[config.mk]
export PLATFORM = sky130hd
export DESIGN_NAME = controlUnit
export DESIGN_NICKNAME = d
export VERILOG_FILES = /design/src/controlPkg.sv /design/src/controlOutputs.sv /design/src/controlUnit.sv /design/src/instrDecoder.sv /design/src/stateSequencer.sv
export SDC_FILE = /design/constraint.sdc
export NUM_CORES = 1
export LEC_CHECK = 0
export ABC_AREA = 1
export BUFFER_PORTS_ARGS = -buffer_cell sky130_fd_sc_hd__buf_4
export CAP_MARGIN = 10
export CORE_MARGIN = 3
export CORE_UTILIZATION = 41
export DETAILED_ROUTE_END_ITERATION = 8
export PLACE_DENSITY_LB_ADDON = 0.25
export SLEW_MARGIN = 20
export SYNTH_ARGS = -nofsm -noshare
export SYNTH_HDL_FRONTEND = slang
export SYNTH_SLANG_ARGS = --single-unit
[constraint.sdc]
create_clock -name clk -period 1.6 [get_ports clk]
set_clock_uncertainty 0.1 [all_clocks]
set_input_delay 0.16 -clock clk [delete_from_list [all_inputs] [get_ports clk]]
set_output_delay 0.16 -clock clk [all_outputs]
set_load 0.05 [all_outputs]
[src/controlPkg.sv]
package controlPkg;

    // one instruction word seen two ways
    typedef struct packed {
        logic [5:0] opcode;
        logic [4:0] rs;
        logic [4:0] rt;
        logic [4:0] rd;
        logic [4:0] shamt;
        logic [5:0] funct;
    } rTypeFields;

    typedef struct packed {
        logic [5:0]  opcode;
        logic [25:0] target;
    } jTypeFields;

    typedef union packed {
        rTypeFields rType;
        jTypeFields jType;
    } instrWord;

    typedef enum logic [3:0] {
        OpAdd, OpSub, OpAnd, OpMult, OpDiv,
        OpMfhi, OpMflo, OpJr, OpJump, OpIllegal
    } opClass;

    typedef enum logic [3:0] {
        StReset, StFetch, StDecode, StAluExec, StAluWrite, StMulDiv,
        StMfhi, StMflo, StJr, StJump, StExcept
    } ctrlState;

    // also picks the exception vector byte
    typedef enum logic [1:0] {
        ExcOpcode   = 2'd0,
        ExcOverflow = 2'd1,
        ExcDivZero  = 2'd2
    } excCause;

    localparam logic [5:0] OpcodeRType = 6'd0;
    localparam logic [5:0] OpcodeJ     = 6'd2;

    localparam logic [5:0] FunctAdd  = 6'd32;
    localparam logic [5:0] FunctSub  = 6'd34;
    localparam logic [5:0] FunctAnd  = 6'd36;
    localparam logic [5:0] FunctMult = 6'd24;
    localparam logic [5:0] FunctDiv  = 6'd26;
    localparam logic [5:0] FunctMfhi = 6'd16;
    localparam logic [5:0] FunctMflo = 6'd18;
    localparam logic [5:0] FunctJr   = 6'd8;

    typedef enum logic [2:0] {
        AluPassA = 3'd0,
        AluAdd   = 3'd1,
        AluSub   = 3'd2,
        AluAnd   = 3'd3
    } aluOpCode;

    typedef enum logic [1:0] {
        PcFromAlu       = 2'd0,
        PcFromAluOut    = 2'd1,
        PcFromTarget    = 2'd2,
        PcFromExcVector = 2'd3
    } pcSourceSel;

    typedef enum logic [2:0] {
        RegFromAluOut = 3'd0,
        RegFromHi     = 3'd2,
        RegFromLo     = 3'd3
    } memToRegSel;
    typedef enum logic [1:0] {AddrFromPc = 2'd0, AddrFromExc = 2'd2} iorDSel;
    typedef enum logic [1:0] {SrcAPc = 2'd0, SrcARegA = 2'd1} aluSrcASel;
    typedef enum logic [2:0] {SrcBRegB = 3'd0, SrcBFour = 3'd1} aluSrcBSel;

endpackage

[src/controlOutputs.sv]
module controlOutputs (
    input  controlPkg::ctrlState   state,
    input  logic                   lastCycle,
    input  controlPkg::opClass     opClassIn,
    input  controlPkg::excCause    cause,
    output logic                   pcWrite,
    output controlPkg::iorDSel     iorD,
    output logic                   memRead,
    output controlPkg::memToRegSel memToReg,
    output logic                   irWrite,
    output logic                   multOrDiv,
    output logic                   hiWrite,
    output logic                   loWrite,
    output controlPkg::excCause    exception,
    output logic                   aluOutWrite,
    output controlPkg::pcSourceSel pcSource,
    output controlPkg::aluOpCode   aluOp,
    output controlPkg::aluSrcBSel  aluSrcB,
    output controlPkg::aluSrcASel  aluSrcA,
    output logic                   regWrite,
    output logic                   epcWrite,
    output logic                   writeA,
    output logic                   writeB
);

    import controlPkg::*;

    always_comb begin
        // everything inactive unless a state says otherwise
        pcWrite     = 1'b0;
        iorD        = AddrFromPc;
        memRead     = 1'b0;
        memToReg    = RegFromAluOut;
        irWrite     = 1'b0;
        multOrDiv   = 1'b0;
        hiWrite     = 1'b0;
        loWrite     = 1'b0;
        exception   = ExcOpcode;
        aluOutWrite = 1'b0;
        pcSource    = PcFromAlu;
        aluOp       = AluPassA;
        aluSrcB     = SrcBRegB;
        aluSrcA     = SrcAPc;
        regWrite    = 1'b0;
        epcWrite    = 1'b0;
        writeA      = 1'b0;
        writeB      = 1'b0;
        case (state)
            StFetch: begin
                // PC + 4 computed throughout, latched at the end
                memRead = 1'b1;
                aluSrcA = SrcAPc;
                aluSrcB = SrcBFour;
                aluOp   = AluAdd;
                irWrite = lastCycle;
                pcWrite = lastCycle;
            end
            StDecode: begin
                writeA = 1'b1;
                writeB = 1'b1;
            end
            StAluExec: begin
                aluSrcA     = SrcARegA;
                aluSrcB     = SrcBRegB;
                aluOutWrite = 1'b1;
                case (opClassIn)
                    OpSub: aluOp = AluSub;
                    OpAnd: aluOp = AluAnd;
                    default: aluOp = AluAdd;
                endcase
            end
            StAluWrite: begin
                regWrite = 1'b1;
                memToReg = RegFromAluOut;
            end
            StMulDiv: begin
                multOrDiv = (opClassIn == OpDiv);
                hiWrite   = lastCycle;
                loWrite   = lastCycle;
            end
            StMfhi: begin
                regWrite = 1'b1;
                memToReg = RegFromHi;
            end
            StMflo: begin
                regWrite = 1'b1;
                memToReg = RegFromLo;
            end
            StJr: begin
                aluSrcA = SrcARegA;
                aluOp   = AluPassA;
                pcWrite = 1'b1;
            end
            StJump: begin
                pcWrite  = 1'b1;
                pcSource = PcFromTarget;
            end
            StExcept: begin
                // PC holds until the vector load, so EPC keeps PC - 4
                epcWrite  = 1'b1;
                aluSrcA   = SrcAPc;
                aluSrcB   = SrcBFour;
                aluOp     = AluSub;
                memRead   = 1'b1;
                iorD      = AddrFromExc;
                exception = cause;
                pcWrite   = lastCycle;
                pcSource  = PcFromExcVector;
            end
            default: begin
                pcWrite = 1'b0;
            end
        endcase
    end

endmodule

[src/controlUnit.sv]
module controlUnit #(
    parameter int MemWaitCycles = 1,
    parameter int MulDivCycles  = 4
) (
    input  logic                   clk,
    input  logic                   reset,
    input  controlPkg::instrWord   instr,
    input  logic                   overflow,
    input  logic                   div0,
    output logic                   pcWrite,
    output controlPkg::iorDSel     iorD,
    output logic                   memRead,
    output controlPkg::memToRegSel memToReg,
    output logic                   irWrite,
    output logic                   multOrDiv,
    output logic                   hiWrite,
    output logic                   loWrite,
    output controlPkg::excCause    exception,
    output logic                   aluOutWrite,
    output controlPkg::pcSourceSel pcSource,
    output controlPkg::aluOpCode   aluOp,
    output controlPkg::aluSrcBSel  aluSrcB,
    output controlPkg::aluSrcASel  aluSrcA,
    output logic                   regWrite,
    output logic                   epcWrite,
    output logic                   writeA,
    output logic                   writeB
);

    import controlPkg::*;

    opClass   opClassSig;
    ctrlState state;
    logic     lastCycle;
    excCause  cause;

    instrDecoder decoder0 (
        .instr      (instr),
        .opClassOut (opClassSig)
    );

    stateSequencer #(
        .MemWaitCycles (MemWaitCycles),
        .MulDivCycles  (MulDivCycles)
    ) sequencer0 (
        .clk       (clk),
        .reset     (reset),
        .opClassIn (opClassSig),
        .overflow  (overflow),
        .div0      (div0),
        .state     (state),
        .lastCycle (lastCycle),
        .cause     (cause)
    );

    controlOutputs outputs0 (
        .state       (state),
        .lastCycle   (lastCycle),
        .opClassIn   (opClassSig),
        .cause       (cause),
        .pcWrite     (pcWrite),
        .iorD        (iorD),
        .memRead     (memRead),
        .memToReg    (memToReg),
        .irWrite     (irWrite),
        .multOrDiv   (multOrDiv),
        .hiWrite     (hiWrite),
        .loWrite     (loWrite),
        .exception   (exception),
        .aluOutWrite (aluOutWrite),
        .pcSource    (pcSource),
        .aluOp       (aluOp),
        .aluSrcB     (aluSrcB),
        .aluSrcA     (aluSrcA),
        .regWrite    (regWrite),
        .epcWrite    (epcWrite),
        .writeA      (writeA),
        .writeB      (writeB)
    );

endmodule

[src/instrDecoder.sv]
module instrDecoder (
    input  controlPkg::instrWord instr,
    output controlPkg::opClass   opClassOut
);

    import controlPkg::*;

    always_comb begin
        opClassOut = OpIllegal;
        case (instr.jType.opcode)
            OpcodeRType: begin
                // R-type operation sits in funct
                case (instr.rType.funct)
                    FunctAdd: begin
                        opClassOut = OpAdd;
                    end
                    FunctSub: begin
                        opClassOut = OpSub;
                    end
                    FunctAnd: begin
                        opClassOut = OpAnd;
                    end
                    FunctMult: begin
                        opClassOut = OpMult;
                    end
                    FunctDiv: begin
                        opClassOut = OpDiv;
                    end
                    FunctMfhi: begin
                        opClassOut = OpMfhi;
                    end
                    FunctMflo: begin
                        opClassOut = OpMflo;
                    end
                    FunctJr: begin
                        opClassOut = OpJr;
                    end
                    default: begin
                        opClassOut = OpIllegal;
                    end
                endcase
            end
            OpcodeJ: begin
                // target is consumed by the datapath
                opClassOut = OpJump;
            end
            default: begin
                opClassOut = OpIllegal;
            end
        endcase
    end

endmodule

[src/stateSequencer.sv]
module stateSequencer #(
    parameter int MemWaitCycles = 1,
    parameter int MulDivCycles  = 4
) (
    input  logic                 clk,
    input  logic                 reset,
    input  controlPkg::opClass   opClassIn,
    input  logic                 overflow,
    input  logic                 div0,
    output controlPkg::ctrlState state,
    output logic                 lastCycle,
    output controlPkg::excCause  cause
);

    import controlPkg::*;

    // counter must reach the longest phase end
    localparam int MaxLast = (MemWaitCycles + 1 > MulDivCycles - 1) ?
                             MemWaitCycles + 1 : MulDivCycles - 1;
    localparam int CntWidth = (MaxLast > 0) ? $clog2(MaxLast + 1) : 1;

    localparam logic [CntWidth-1:0] FetchLast  = CntWidth'(MemWaitCycles);
    localparam logic [CntWidth-1:0] ExceptLast = CntWidth'(MemWaitCycles + 1);
    localparam logic [CntWidth-1:0] MulDivLast = CntWidth'(MulDivCycles - 1);

    ctrlState            nextState;
    excCause             nextCause;
    logic [CntWidth-1:0] cycleCount;

    always_comb begin
        nextState = state;
        nextCause = cause;
        lastCycle = 1'b0;
        case (state)
            StReset: begin
                nextState = StFetch;
            end
            StFetch: begin
                lastCycle = (cycleCount == FetchLast);
                if (lastCycle) begin
                    nextState = StDecode;
                end
            end
            StDecode: begin
                case (opClassIn)
                    OpAdd, OpSub, OpAnd: begin
                        nextState = StAluExec;
                    end
                    OpMult, OpDiv: begin
                        nextState = StMulDiv;
                    end
                    OpMfhi: begin
                        nextState = StMfhi;
                    end
                    OpMflo: begin
                        nextState = StMflo;
                    end
                    OpJr: begin
                        nextState = StJr;
                    end
                    OpJump: begin
                        nextState = StJump;
                    end
                    default: begin
                        nextState = StExcept;
                        nextCause = ExcOpcode;
                    end
                endcase
            end
            StAluExec: begin
                // and never overflows
                if (overflow && (opClassIn == OpAdd || opClassIn == OpSub)) begin
                    nextState = StExcept;
                    nextCause = ExcOverflow;
                end else begin
                    nextState = StAluWrite;
                end
            end
            StMulDiv: begin
                lastCycle = (cycleCount == MulDivLast);
                // divisor checked once, in the first cycle
                if (cycleCount == '0 && opClassIn == OpDiv && div0) begin
                    nextState = StExcept;
                    nextCause = ExcDivZero;
                end else if (lastCycle) begin
                    nextState = StFetch;
                end
            end
            StExcept: begin
                lastCycle = (cycleCount == ExceptLast);
                if (lastCycle) begin
                    nextState = StFetch;
                    nextCause = ExcOpcode;
                end
            end
            StAluWrite, StMfhi, StMflo, StJr, StJump: begin
                nextState = StFetch;
            end
            default: begin
                nextState = StFetch;
            end
        endcase
    end

    always_ff @(posedge clk or posedge reset) begin
        if (reset) begin
            state <= StReset;
            cause <= ExcOpcode;
        end else begin
            state <= nextState;
            cause <= nextCause;
        end
    end

    // restarts on every state change
    always_ff @(posedge clk or posedge reset) begin
        if (reset) begin
            cycleCount <= '0;
        end else if (nextState != state) begin
            cycleCount <= '0;
        end else begin
            cycleCount <= cycleCount + 1'b1;
        end
    end

endmodule

==> reports/results.ini, run 1 <==
[status]
outcome = aborted with a tool error
haltStage = 5_1_grt
stop_error = [ERROR DPL-0033] detailed placement checks failed during check placement.

[floorplan]
die_w_um = 59.6
pin_count = 64
row_count = 18
die_h_um = 59.6
initial_utilization_pct = 45.1

[placement]
placement.io_buffers = 37
place.gp.congestion = 0.924
dp_cells = 280
hpwl_um = 2990

[global_route]
grt_max_degree = 9
antenna_found_initial = 0

[sta]
grt-worst-endpoint = sequencer0.cycleCount[1]$_DFF_PP0_/D
timing.worst_endpoint.kind = register data pin

[clock_network]
numCtsBuffers = 3
numClockSinks = 8
cts_max_level = 1
root_buffer = clkbuf_4
cts_buffer_depth = 2

[yosys]
synth.distinct_cells = 28
syn_inst = 179
yosys_warnings = 0
seq_area_frac_synth_pct = 17.0
avgSynthCellArea_um2 = 6.58
netlist_area_um2 = 1180
synth-seq-cells = 8

==> through the flow <==
step           util (%)  instance area, um^2  TNS (ns)  worst slack (ns)
4_1_cts            83.1                 2170     -3.21            -0.267
3_5_place_dp       72.0                 1880     -2.56            -0.340
3_3_place_gp       72.0                 1880     -1.80            -0.286
2_1_floorplan         -                 1360     -2.04            -0.298
==> cell families after synthesis <==
group / after synthesis / share of synthesized area (%)
and+or+nand+nor: 105 / 52.4
buffers and inverters: 46 / 18.2
AOI/OAI and AO/OA: 15 / 7.85
DFF: 8 / 17.0
adders and majority gates: 4 / 4.25
other: 1 / 0.318
==> what timing repair did <==
item	4_1_cts
hold buffers	1
pin swaps	12
cloned	0
hold endpoints to repair	8
endpoints found under the setup margin	26
gates resized for setup	52
buffers inserted	10
==> cell usage after synthesis (all sizes together) <==
library cell	number	area share, %
o31ai	2	1.3
o221ai	1	0.74
nand4	5	4.5
ha	4	4.2
nand3b	1	0.64
nand3	20	12
nor3	5	2.1
buf	11	7.0
dfrtp	8	17
o21ai	5	2.1
a21oi	5	2.4
o211ai	2	1.3
conb	1	0.32
inv	35	11
nor2	35	17
or2	1	0.53
nand2	38	16
==> run 2, diff against run 1 <==
--- a/config.mk
+++ b/config.mk
@@ -8,10 +8,10 @@
 export ABC_AREA = 1
 export BUFFER_PORTS_ARGS = -buffer_cell sky130_fd_sc_hd__buf_4
 export CAP_MARGIN = 10
-export CORE_MARGIN = 3
-export CORE_UTILIZATION = 41
+export CORE_AREA = 3 3 64 66
 export DETAILED_ROUTE_END_ITERATION = 8
-export PLACE_DENSITY_LB_ADDON = 0.25
+export DIE_AREA = 0 0 67 69
+export PLACE_DENSITY_LB_ADDON = 0.15
 export SLEW_MARGIN = 20
 export SYNTH_ARGS = -nofsm -noshare
 export SYNTH_HDL_FRONTEND = slang
==> constraint.sdc (replaced) <==
create_clock -name clk -period 2.1 [get_ports clk]
set_clock_uncertainty 0.1 [all_clocks]
set_input_delay 0.21 -clock clk [delete_from_list [all_inputs] [get_ports clk]]
set_output_delay 0.21 -clock clk [all_outputs]
set_load 0.05 [all_outputs]
==> run 2 against run 1 <==
Net effect: the run now ends clean; synthesized area unchanged; synthesized cell count unchanged.
==> reports/results.ini, run 2 <==
[yosys]
synth_most_common_cell = inv_1
synth_flop_cell = dfrtp_1
syn_inst = 179  ; unchanged
yosys-top-cells-count = inv_1, nand2_1, nor2_1
synth.distinct_cells = 28  ; unchanged
synthTopCellsByArea = dfrtp_1, inv_1, nand2_1, nor2_1, buf_4
yosys_warnings = 0  ; unchanged
synth_edf_count = 0  ; unchanged
synth_top_area_share_pct = 17.0  ; unchanged
seq_area_frac_synth_pct = 17.0  ; unchanged
netlist_area_um2 = 1180  ; unchanged
async_flop_share_pct = 100  ; unchanged
avgSynthCellArea_um2 = 6.58  ; unchanged
yosysTopAreaCell = dfrtp_1
synth-seq-cells = 8  ; unchanged

[global_route]
grt_use_total_pct = 12.3
grt_pass1_vias = 1118
grtUsageMet3_pct = 3.42
met2_usage_pct = 18.6
antenna_found_initial = 0
grt_overflow_total = 0
grt_pass1_wl_um = 4600
grt_max_degree = 9
busiest_layer = met2
use_met1_pct = 16.7

[critical_path]
path_max_fanout = 5
cp_data_arrival_time_ns = 1.69
critPathBufInv = 3
crit_path_max_incr_delay_ns = 0.25
worstSetupEndpointType = primary output
start_kind = input port
path_cells = buf_4, inv_1, nor2_1, nand3_1, nand2_2, nor2_8, nand2_4, nand2_4, nand2_4, nand2_2, nand2_2, o31ai_2, buf_6
required_ns = 1.79
slowest_stage = o31ai_2
path_delay_family = simple AND/OR/NAND/NOR gates
path_class = input port to primary output

[clock_network]
clk_latency_ns = 0.23
cts_tree = yes
cts_buffer_depth = 2  ; unchanged
clk_pin_slew_ns = 0.04
numClockSinks = 8  ; unchanged
cts_max_level = 1  ; unchanged
numCtsBuffers = 3  ; unchanged
root_buffer = clkbuf_8

[floorplan]
pin_count = 64  ; unchanged
die_h_um = 69  ; +16%
design.die.area_um2 = 4620
row_count = 22  ; +4
die_w_um = 67  ; +12%
coreArea_um2 = 3630
initial_utilization_pct = 32.4  ; -13 points

[final_layout]
fin_nets = 262
final_cell_mix = buf_4, inv_1, nand2_1
seq_area_um2 = 200
layout-drive-gt1-share_pct = 43.6
largest_register = sequencer0.state
area_growth_syn_to_layout_pct = 36.6
post-route-util_pct = 44.3
top_regs = sequencer0.state: 4 flops, sequencer0.cause: 2 flops, sequencer0.cycleCount: 2 flops
fill_cells = 396
final_common_cell = buf_4
num_antenna_cells = 0
largest_reg_flops = 4
multi_input_area_um2 = 841
fin_area_um2 = 1610

[placement]
placement.io_buffers = 37  ; unchanged
place.gp.congestion = 0.767  ; -17%
place_ws_ns = 0.0977  ; +0.438 ns
hpwl_um = 2480  ; -17%
dpl_cell_area_um2 = 1490  ; -21%

[sta]
final.min_clock_period_ns = 2.00
hold_viol_final = 0
fmax_ghz = 0.499
fin_hold_ws_ns = 0.206
finalCritPeriodShare_pct = 95.4
rsz0062_at_grt = yes
setup_violations = 0
maxSlewViolCount = 0
finalWorstSetupSlack_ns = 0.0972

[drt]
wl_per_cell_um = 10.6
dr.pass1.iters = 4
drt-initial-drc-count = 40
postRouteAntennaNets = 0
via_count = 1197
routed_wl_um = 2840
via_per_inst = 4.47
drcViolationCount = 0

[pwr]
p_total_mw = 1.49
peakVddDrop_mv = 0.379
power.density_nw_per_um2 = 922
cellLeakagePower_nw = 0.875

[status]
outcome = finished clean

[run]
cap_violations = 0

[min_path]
hold_path.class = input port to flop

[run 2: cells by family after synthesis]
kind of cell | count (synthesis) | synth area share [%]
and+or+nand+nor | 105 | 52.4
buffers and inverters | 46 | 18.2
AOI/OAI and AO/OA | 15 | 7.85
DFF | 8 | 17.0
adders and majority gates | 4 | 4.25
other | 1 | 0.318
[run 2: metal layers]
layer | wire length (um) | share of wire [%] | vias to the layer above
met5 | 0 | 0 | -
met4 | 21 | 0.74 | 0
met3 | 214 | 7.5 | 2
met2 | 1230 | 43 | 39
met1 | 1370 | 48 | 525
li1 | - | - | 631
[run 2: metrics by stage]
stage	cells	setup TNS, ns
after detailed placement	261	0
final	268	0
after global placement	261	0
after global routing	268	-0.0933
after CTS	265	0
after floorplan	184	-0.0126
[run 2: cell type report]
type | instances | area share, %
Clock buffer | 3 | 2.56
Inverter | 35 | 8.16
Multi-Input combinational cell | 130 | 52.2
Sequential cell | 8 | 12.4
Tap cell | 48 | 3.73
Timing Repair Buffer | 44 | 20.9
[run 2: what timing repair did]
action                                  4_1_cts  5_1_grt
buffers inserted                              0        3
hold buffers                                  1        0
gates resized for setup                       0       16
endpoints found under the setup margin        0        4
hold endpoints to repair                      8        0
[run 2: path summary, 6_finish.rpt]
check / start / to / slack [ns] / depth (start not counted)
worst max-delay path: instr[2] / aluOp[1] / 0.1 / 13
worst min-delay path: overflow / sequencer0.cause[0]$_DFFE_PP0P_ / 0.21 / 3
worst max register to register: sequencer0.state[1]$_DFF_PP0_ / sequencer0.cycleCount[0]$_DFF_PP0_ / 0.20 / 12
worst min register to register: sequencer0.cycleCount[0]$_DFF_PP0_ / sequencer0.cycleCount[0]$_DFF_PP0_ / 0.40 / 1
max in group asynchronous: reset / sequencer0.cause[0]$_DFFE_PP0P_ / 1.27 / 3
min in group asynchronous: reset / sequencer0.state[2]$_DFF_PP0_ / 0.40 / 3
[run 2: tightest hold or removal path, stage by stage]
cell	delay [ns]
buf_4	0.09
nand4_2	0.10
o21ai_0	0.09
[run 2: power breakdown]
group          leakage (nW)  switching (mW)  internal [mW]
clock                0.0216          0.0560          0.124
sequential            0.106          0.0449          0.198
combinational         0.748           0.747          0.316
total                 0.875           0.848          0.637
No activity file was read; power rests on OpenSTA's default activity.
==> run 3, diff against run 2 <==
--- a/config.mk
+++ b/config.mk
@@ -15,4 +15,5 @@
 export SLEW_MARGIN = 20
 export SYNTH_ARGS = -nofsm -noshare
 export SYNTH_HDL_FRONTEND = slang
+export SYNTH_HIERARCHICAL = 1
 export SYNTH_SLANG_ARGS = --single-unit
==> constraint.sdc (replaced) <==
create_clock -name clk -period 2.1 [get_ports clk]
set_clock_uncertainty 0.1 [all_clocks]
set_input_delay 0.21 -clock clk [delete_from_list [all_inputs] [get_ports clk]]
set_output_delay 0.21 -clock clk [all_outputs]
set_load 0.02 [all_outputs]
==> run 3 against run 2 <==
Net effect: critical path depth decreased by 2; wire length increased by 7.7%; utilization increased by 4.5 points.
==> reports/results.ini, run 3 <==
[placement]
dp_cells = 307  ; +18%
hpwl_um = 2420  ; -2.2%
place.gp.congestion = 0.839  ; +9.3%
placement.io_buffers = 37  ; unchanged

[sta]
fin_hold_ws_ns = 0.380  ; +0.174 ns
maxSlewViolCount = 0  ; unchanged
fmax_ghz = 0.493  ; -1.3%
finalCritPeriodShare_pct = 96.6  ; +1.3 points
setup_violations = 0  ; unchanged
final.min_clock_period_ns = 2.03  ; +0.0268 ns
hold_viol_final = 0  ; unchanged
rsz0062_at_grt = yes

[run]
cap_violations = 0  ; unchanged

[global_route]
antenna_found_initial = 0  ; unchanged
grt_use_total_pct = 12.6  ; +0.30 points
grt_max_degree = 11  ; +2
grt_overflow_total = 0  ; unchanged
grt_pass1_wl_um = 4720  ; +2.5%
grt_pass1_vias = 1140  ; +2.0%

[clock_network]
cts_buffer_depth = 2  ; unchanged
cts_tree = yes
numCtsBuffers = 3  ; unchanged
numClockSinks = 8  ; unchanged
cts_max_level = 1  ; unchanged
clk_latency_ns = 0.23  ; about the same
root_buffer = clkbuf_8
clk_pin_slew_ns = 0.04  ; about the same

[critical_path]
start_kind = input port
worstSetupEndpointType = primary output
path_class = input port to primary output
crit_path_max_incr_delay_ns = 0.37  ; +0.12 ns
cp_data_arrival_time_ns = 1.72  ; +0.03 ns
slowest_stage = or3_4
path_cells = buf_4, or3_4, nor3_4, nand2_2, buf_4, nor2_2, nand2_1, inv_1, nand3_2, nand2_1, buf_6
critPathBufInv = 4  ; +1
required_ns = 1.79  ; about the same
path_max_fanout = 5  ; unchanged
path_delay_family = simple AND/OR/NAND/NOR gates

[drt]
wl_per_cell_um = 9.74  ; -8.1%
wl_met1_um = 1360  ; -0.58%
via_count = 1378  ; +15%
top_layer_used = met3
drt-initial-drc-count = 40  ; unchanged
via_per_inst = 4.39  ; -1.7%
wl_met3_um = 187  ; -13%
routed_wl_um = 3060  ; +7.7%
dr.pass1.iters = 4  ; unchanged
drcViolationCount = 0  ; unchanged
postRouteAntennaNets = 0  ; unchanged
route.met2.wl_um = 1510  ; +22%

[final_layout]
top_regs = sequencer0/state: 4 flops, sequencer0/cause: 2 flops, sequencer0/cycleCount: 2 flops
final_cells = 314  ; +17%
layout-drive-gt1-share_pct = 43.2  ; -0.40 points
final_common_cell = nand2_1
fin_nets = 308  ; +18%
largest_reg_flops = 4  ; unchanged
area_growth_syn_to_layout_pct = 46.2
largest_register = sequencer0/state
num_antenna_cells = 0  ; unchanged
final_cell_mix = nand2_1, buf_4, inv_1

[yosys]
synth_top_area_share_pct = 18.3  ; +1.3 points
avgSynthCellArea_um2 = 5.59  ; -15%
synth_edf_count = 0  ; unchanged
yosys-top-cells-count = nand2_1, inv_1, nor2_1
seq_area_frac_synth_pct = 16.5  ; -0.47 points
synth.distinct_cells = 26  ; -7.1%
yosys_warnings = 6  ; +6
syn_inst = 217  ; +21%
async_flop_share_pct = 100  ; unchanged
synthTopCellsByArea = nand2_1, dfrtp_1, inv_1, nor2_1, nand3_1
netlist_area_um2 = 1210  ; +2.9%
synth_flop_cell = dfrtp_1
synth_most_common_cell = nand2_1
synth-seq-cells = 8  ; unchanged
yosysTopAreaCell = nand2_1

[status]
outcome = finished clean

[floorplan]
design.die.area_um2 = 4620  ; unchanged
die_h_um = 69  ; unchanged
initial_utilization_pct = 33.4  ; +0.93 points
row_count = 22  ; unchanged
die_w_um = 67  ; unchanged
pin_count = 64  ; unchanged
coreArea_um2 = 3630  ; unchanged

[pwr]
cellLeakagePower_nw = 0.978  ; +12%
p_total_mw = 1.76  ; +19%
power.density_nw_per_um2 = 994  ; +7.7%
peakVddDrop_mv = 0.750  ; +98%

[min_path]
hold_path.class = flop to flop

[run 3: cell types whose count changed after synthesis, sizes merged, moves of 2 or more]
cell,change
nor2,+10
a21oi,-4
nand2,+29
inv,+6
nand4,-3
o31ai,-2
[run 3: path summary, 6_finish.rpt]
| path | depth (start not counted) | to | slack (ns) | from |
|---|---|---|---|---|
| setup / recovery | 11 | aluOp[1] | 0.07 | instr[29] |
| hold / removal | 2 | sequencer0/cause[0]$_DFFE_PP0P_ | 0.38 | sequencer0/cause[0]$_DFFE_PP0P_ |
| setup reg to reg | 11 | sequencer0/cycleCount[1]$_DFF_PP0_ | 0.40 | sequencer0/state[0]$_DFF_PP0_ |
| hold reg to reg | 2 | sequencer0/cause[0]$_DFFE_PP0P_ | 0.38 | sequencer0/cause[0]$_DFFE_PP0P_ |
| max in group asynchronous | 3 | sequencer0/state[2]$_DFF_PP0_ | 1.25 | reset |
| min in group asynchronous | 3 | sequencer0/cycleCount[1]$_DFF_PP0_ | 0.39 | reset |
[run 3: area by class of cell]
cell class	instances	area (um^2)
repair buffers	52	415
well taps	48	60.1
clock buffers	3	41.3
multi-input cells	162	898
flip-flops and latches	8	204
inverters	41	154
fillers	422	1860
[run 3: where the power goes]
part / internal [mW] / switching (mW) / total, mW
sequential: 0.225 / 0.110 / 0.335
combinational: 0.495 / 0.752 / 1.25
clock: 0.124 / 0.0570 / 0.181
total: 0.843 / 0.919 / 1.76
[run 3: routing by layer]
metal | global-route usage, % | vias up
li1 | - | 740
met1 | 17.2 | 602
met5 | 0 | -
met4 | 1.35 | 0
met3 | 3.26 | 0
met2 | 20.3 | 36
[run 3: timing repair]
item / CTS / global route
hold buffers: 1 / 0
resized for setup: 0 / 46
setup endpoints to repair: 0 / 9
buffers inserted: 0 / 3
hold endpoints to repair: 8 / 0
[run 3: logic make-up after synthesis]
logic type / synth area share, %
AOI/OAI and AO/OA: 4.95
DFF: 16.5
and+or+nand+nor: 54.6
buffers and inverters: 19.5
other: 0.309
adders and majority gates: 4.13
[run 3: worst min-delay path: stages (launching register included)]
cell	delay, ns
dfrtp_1	0.33
nand2_1	0.05
o21ai_0	0.06
[run 3: stage by stage]
| stage | utilization (%) | worst slack (ns) | setup TNS, ns | instance area (um^2) |
|---|---|---|---|---|
| 5_1_grt | 48.8 | -0.0726 | -0.243 | 1770 |
| 2_1_floorplan | - | 0.163 | 0 | 1230 |
| 3_3_place_gp | 43.2 | -0.0775 | -0.148 | 1570 |
| 6_report | 48.8 | 0.0704 | 0 | 1770 |
| 3_5_place_dp | 43.2 | -0.0846 | -0.169 | 1570 |
| 4_1_cts | 44.6 | 0.0686 | 0 | 1620 |
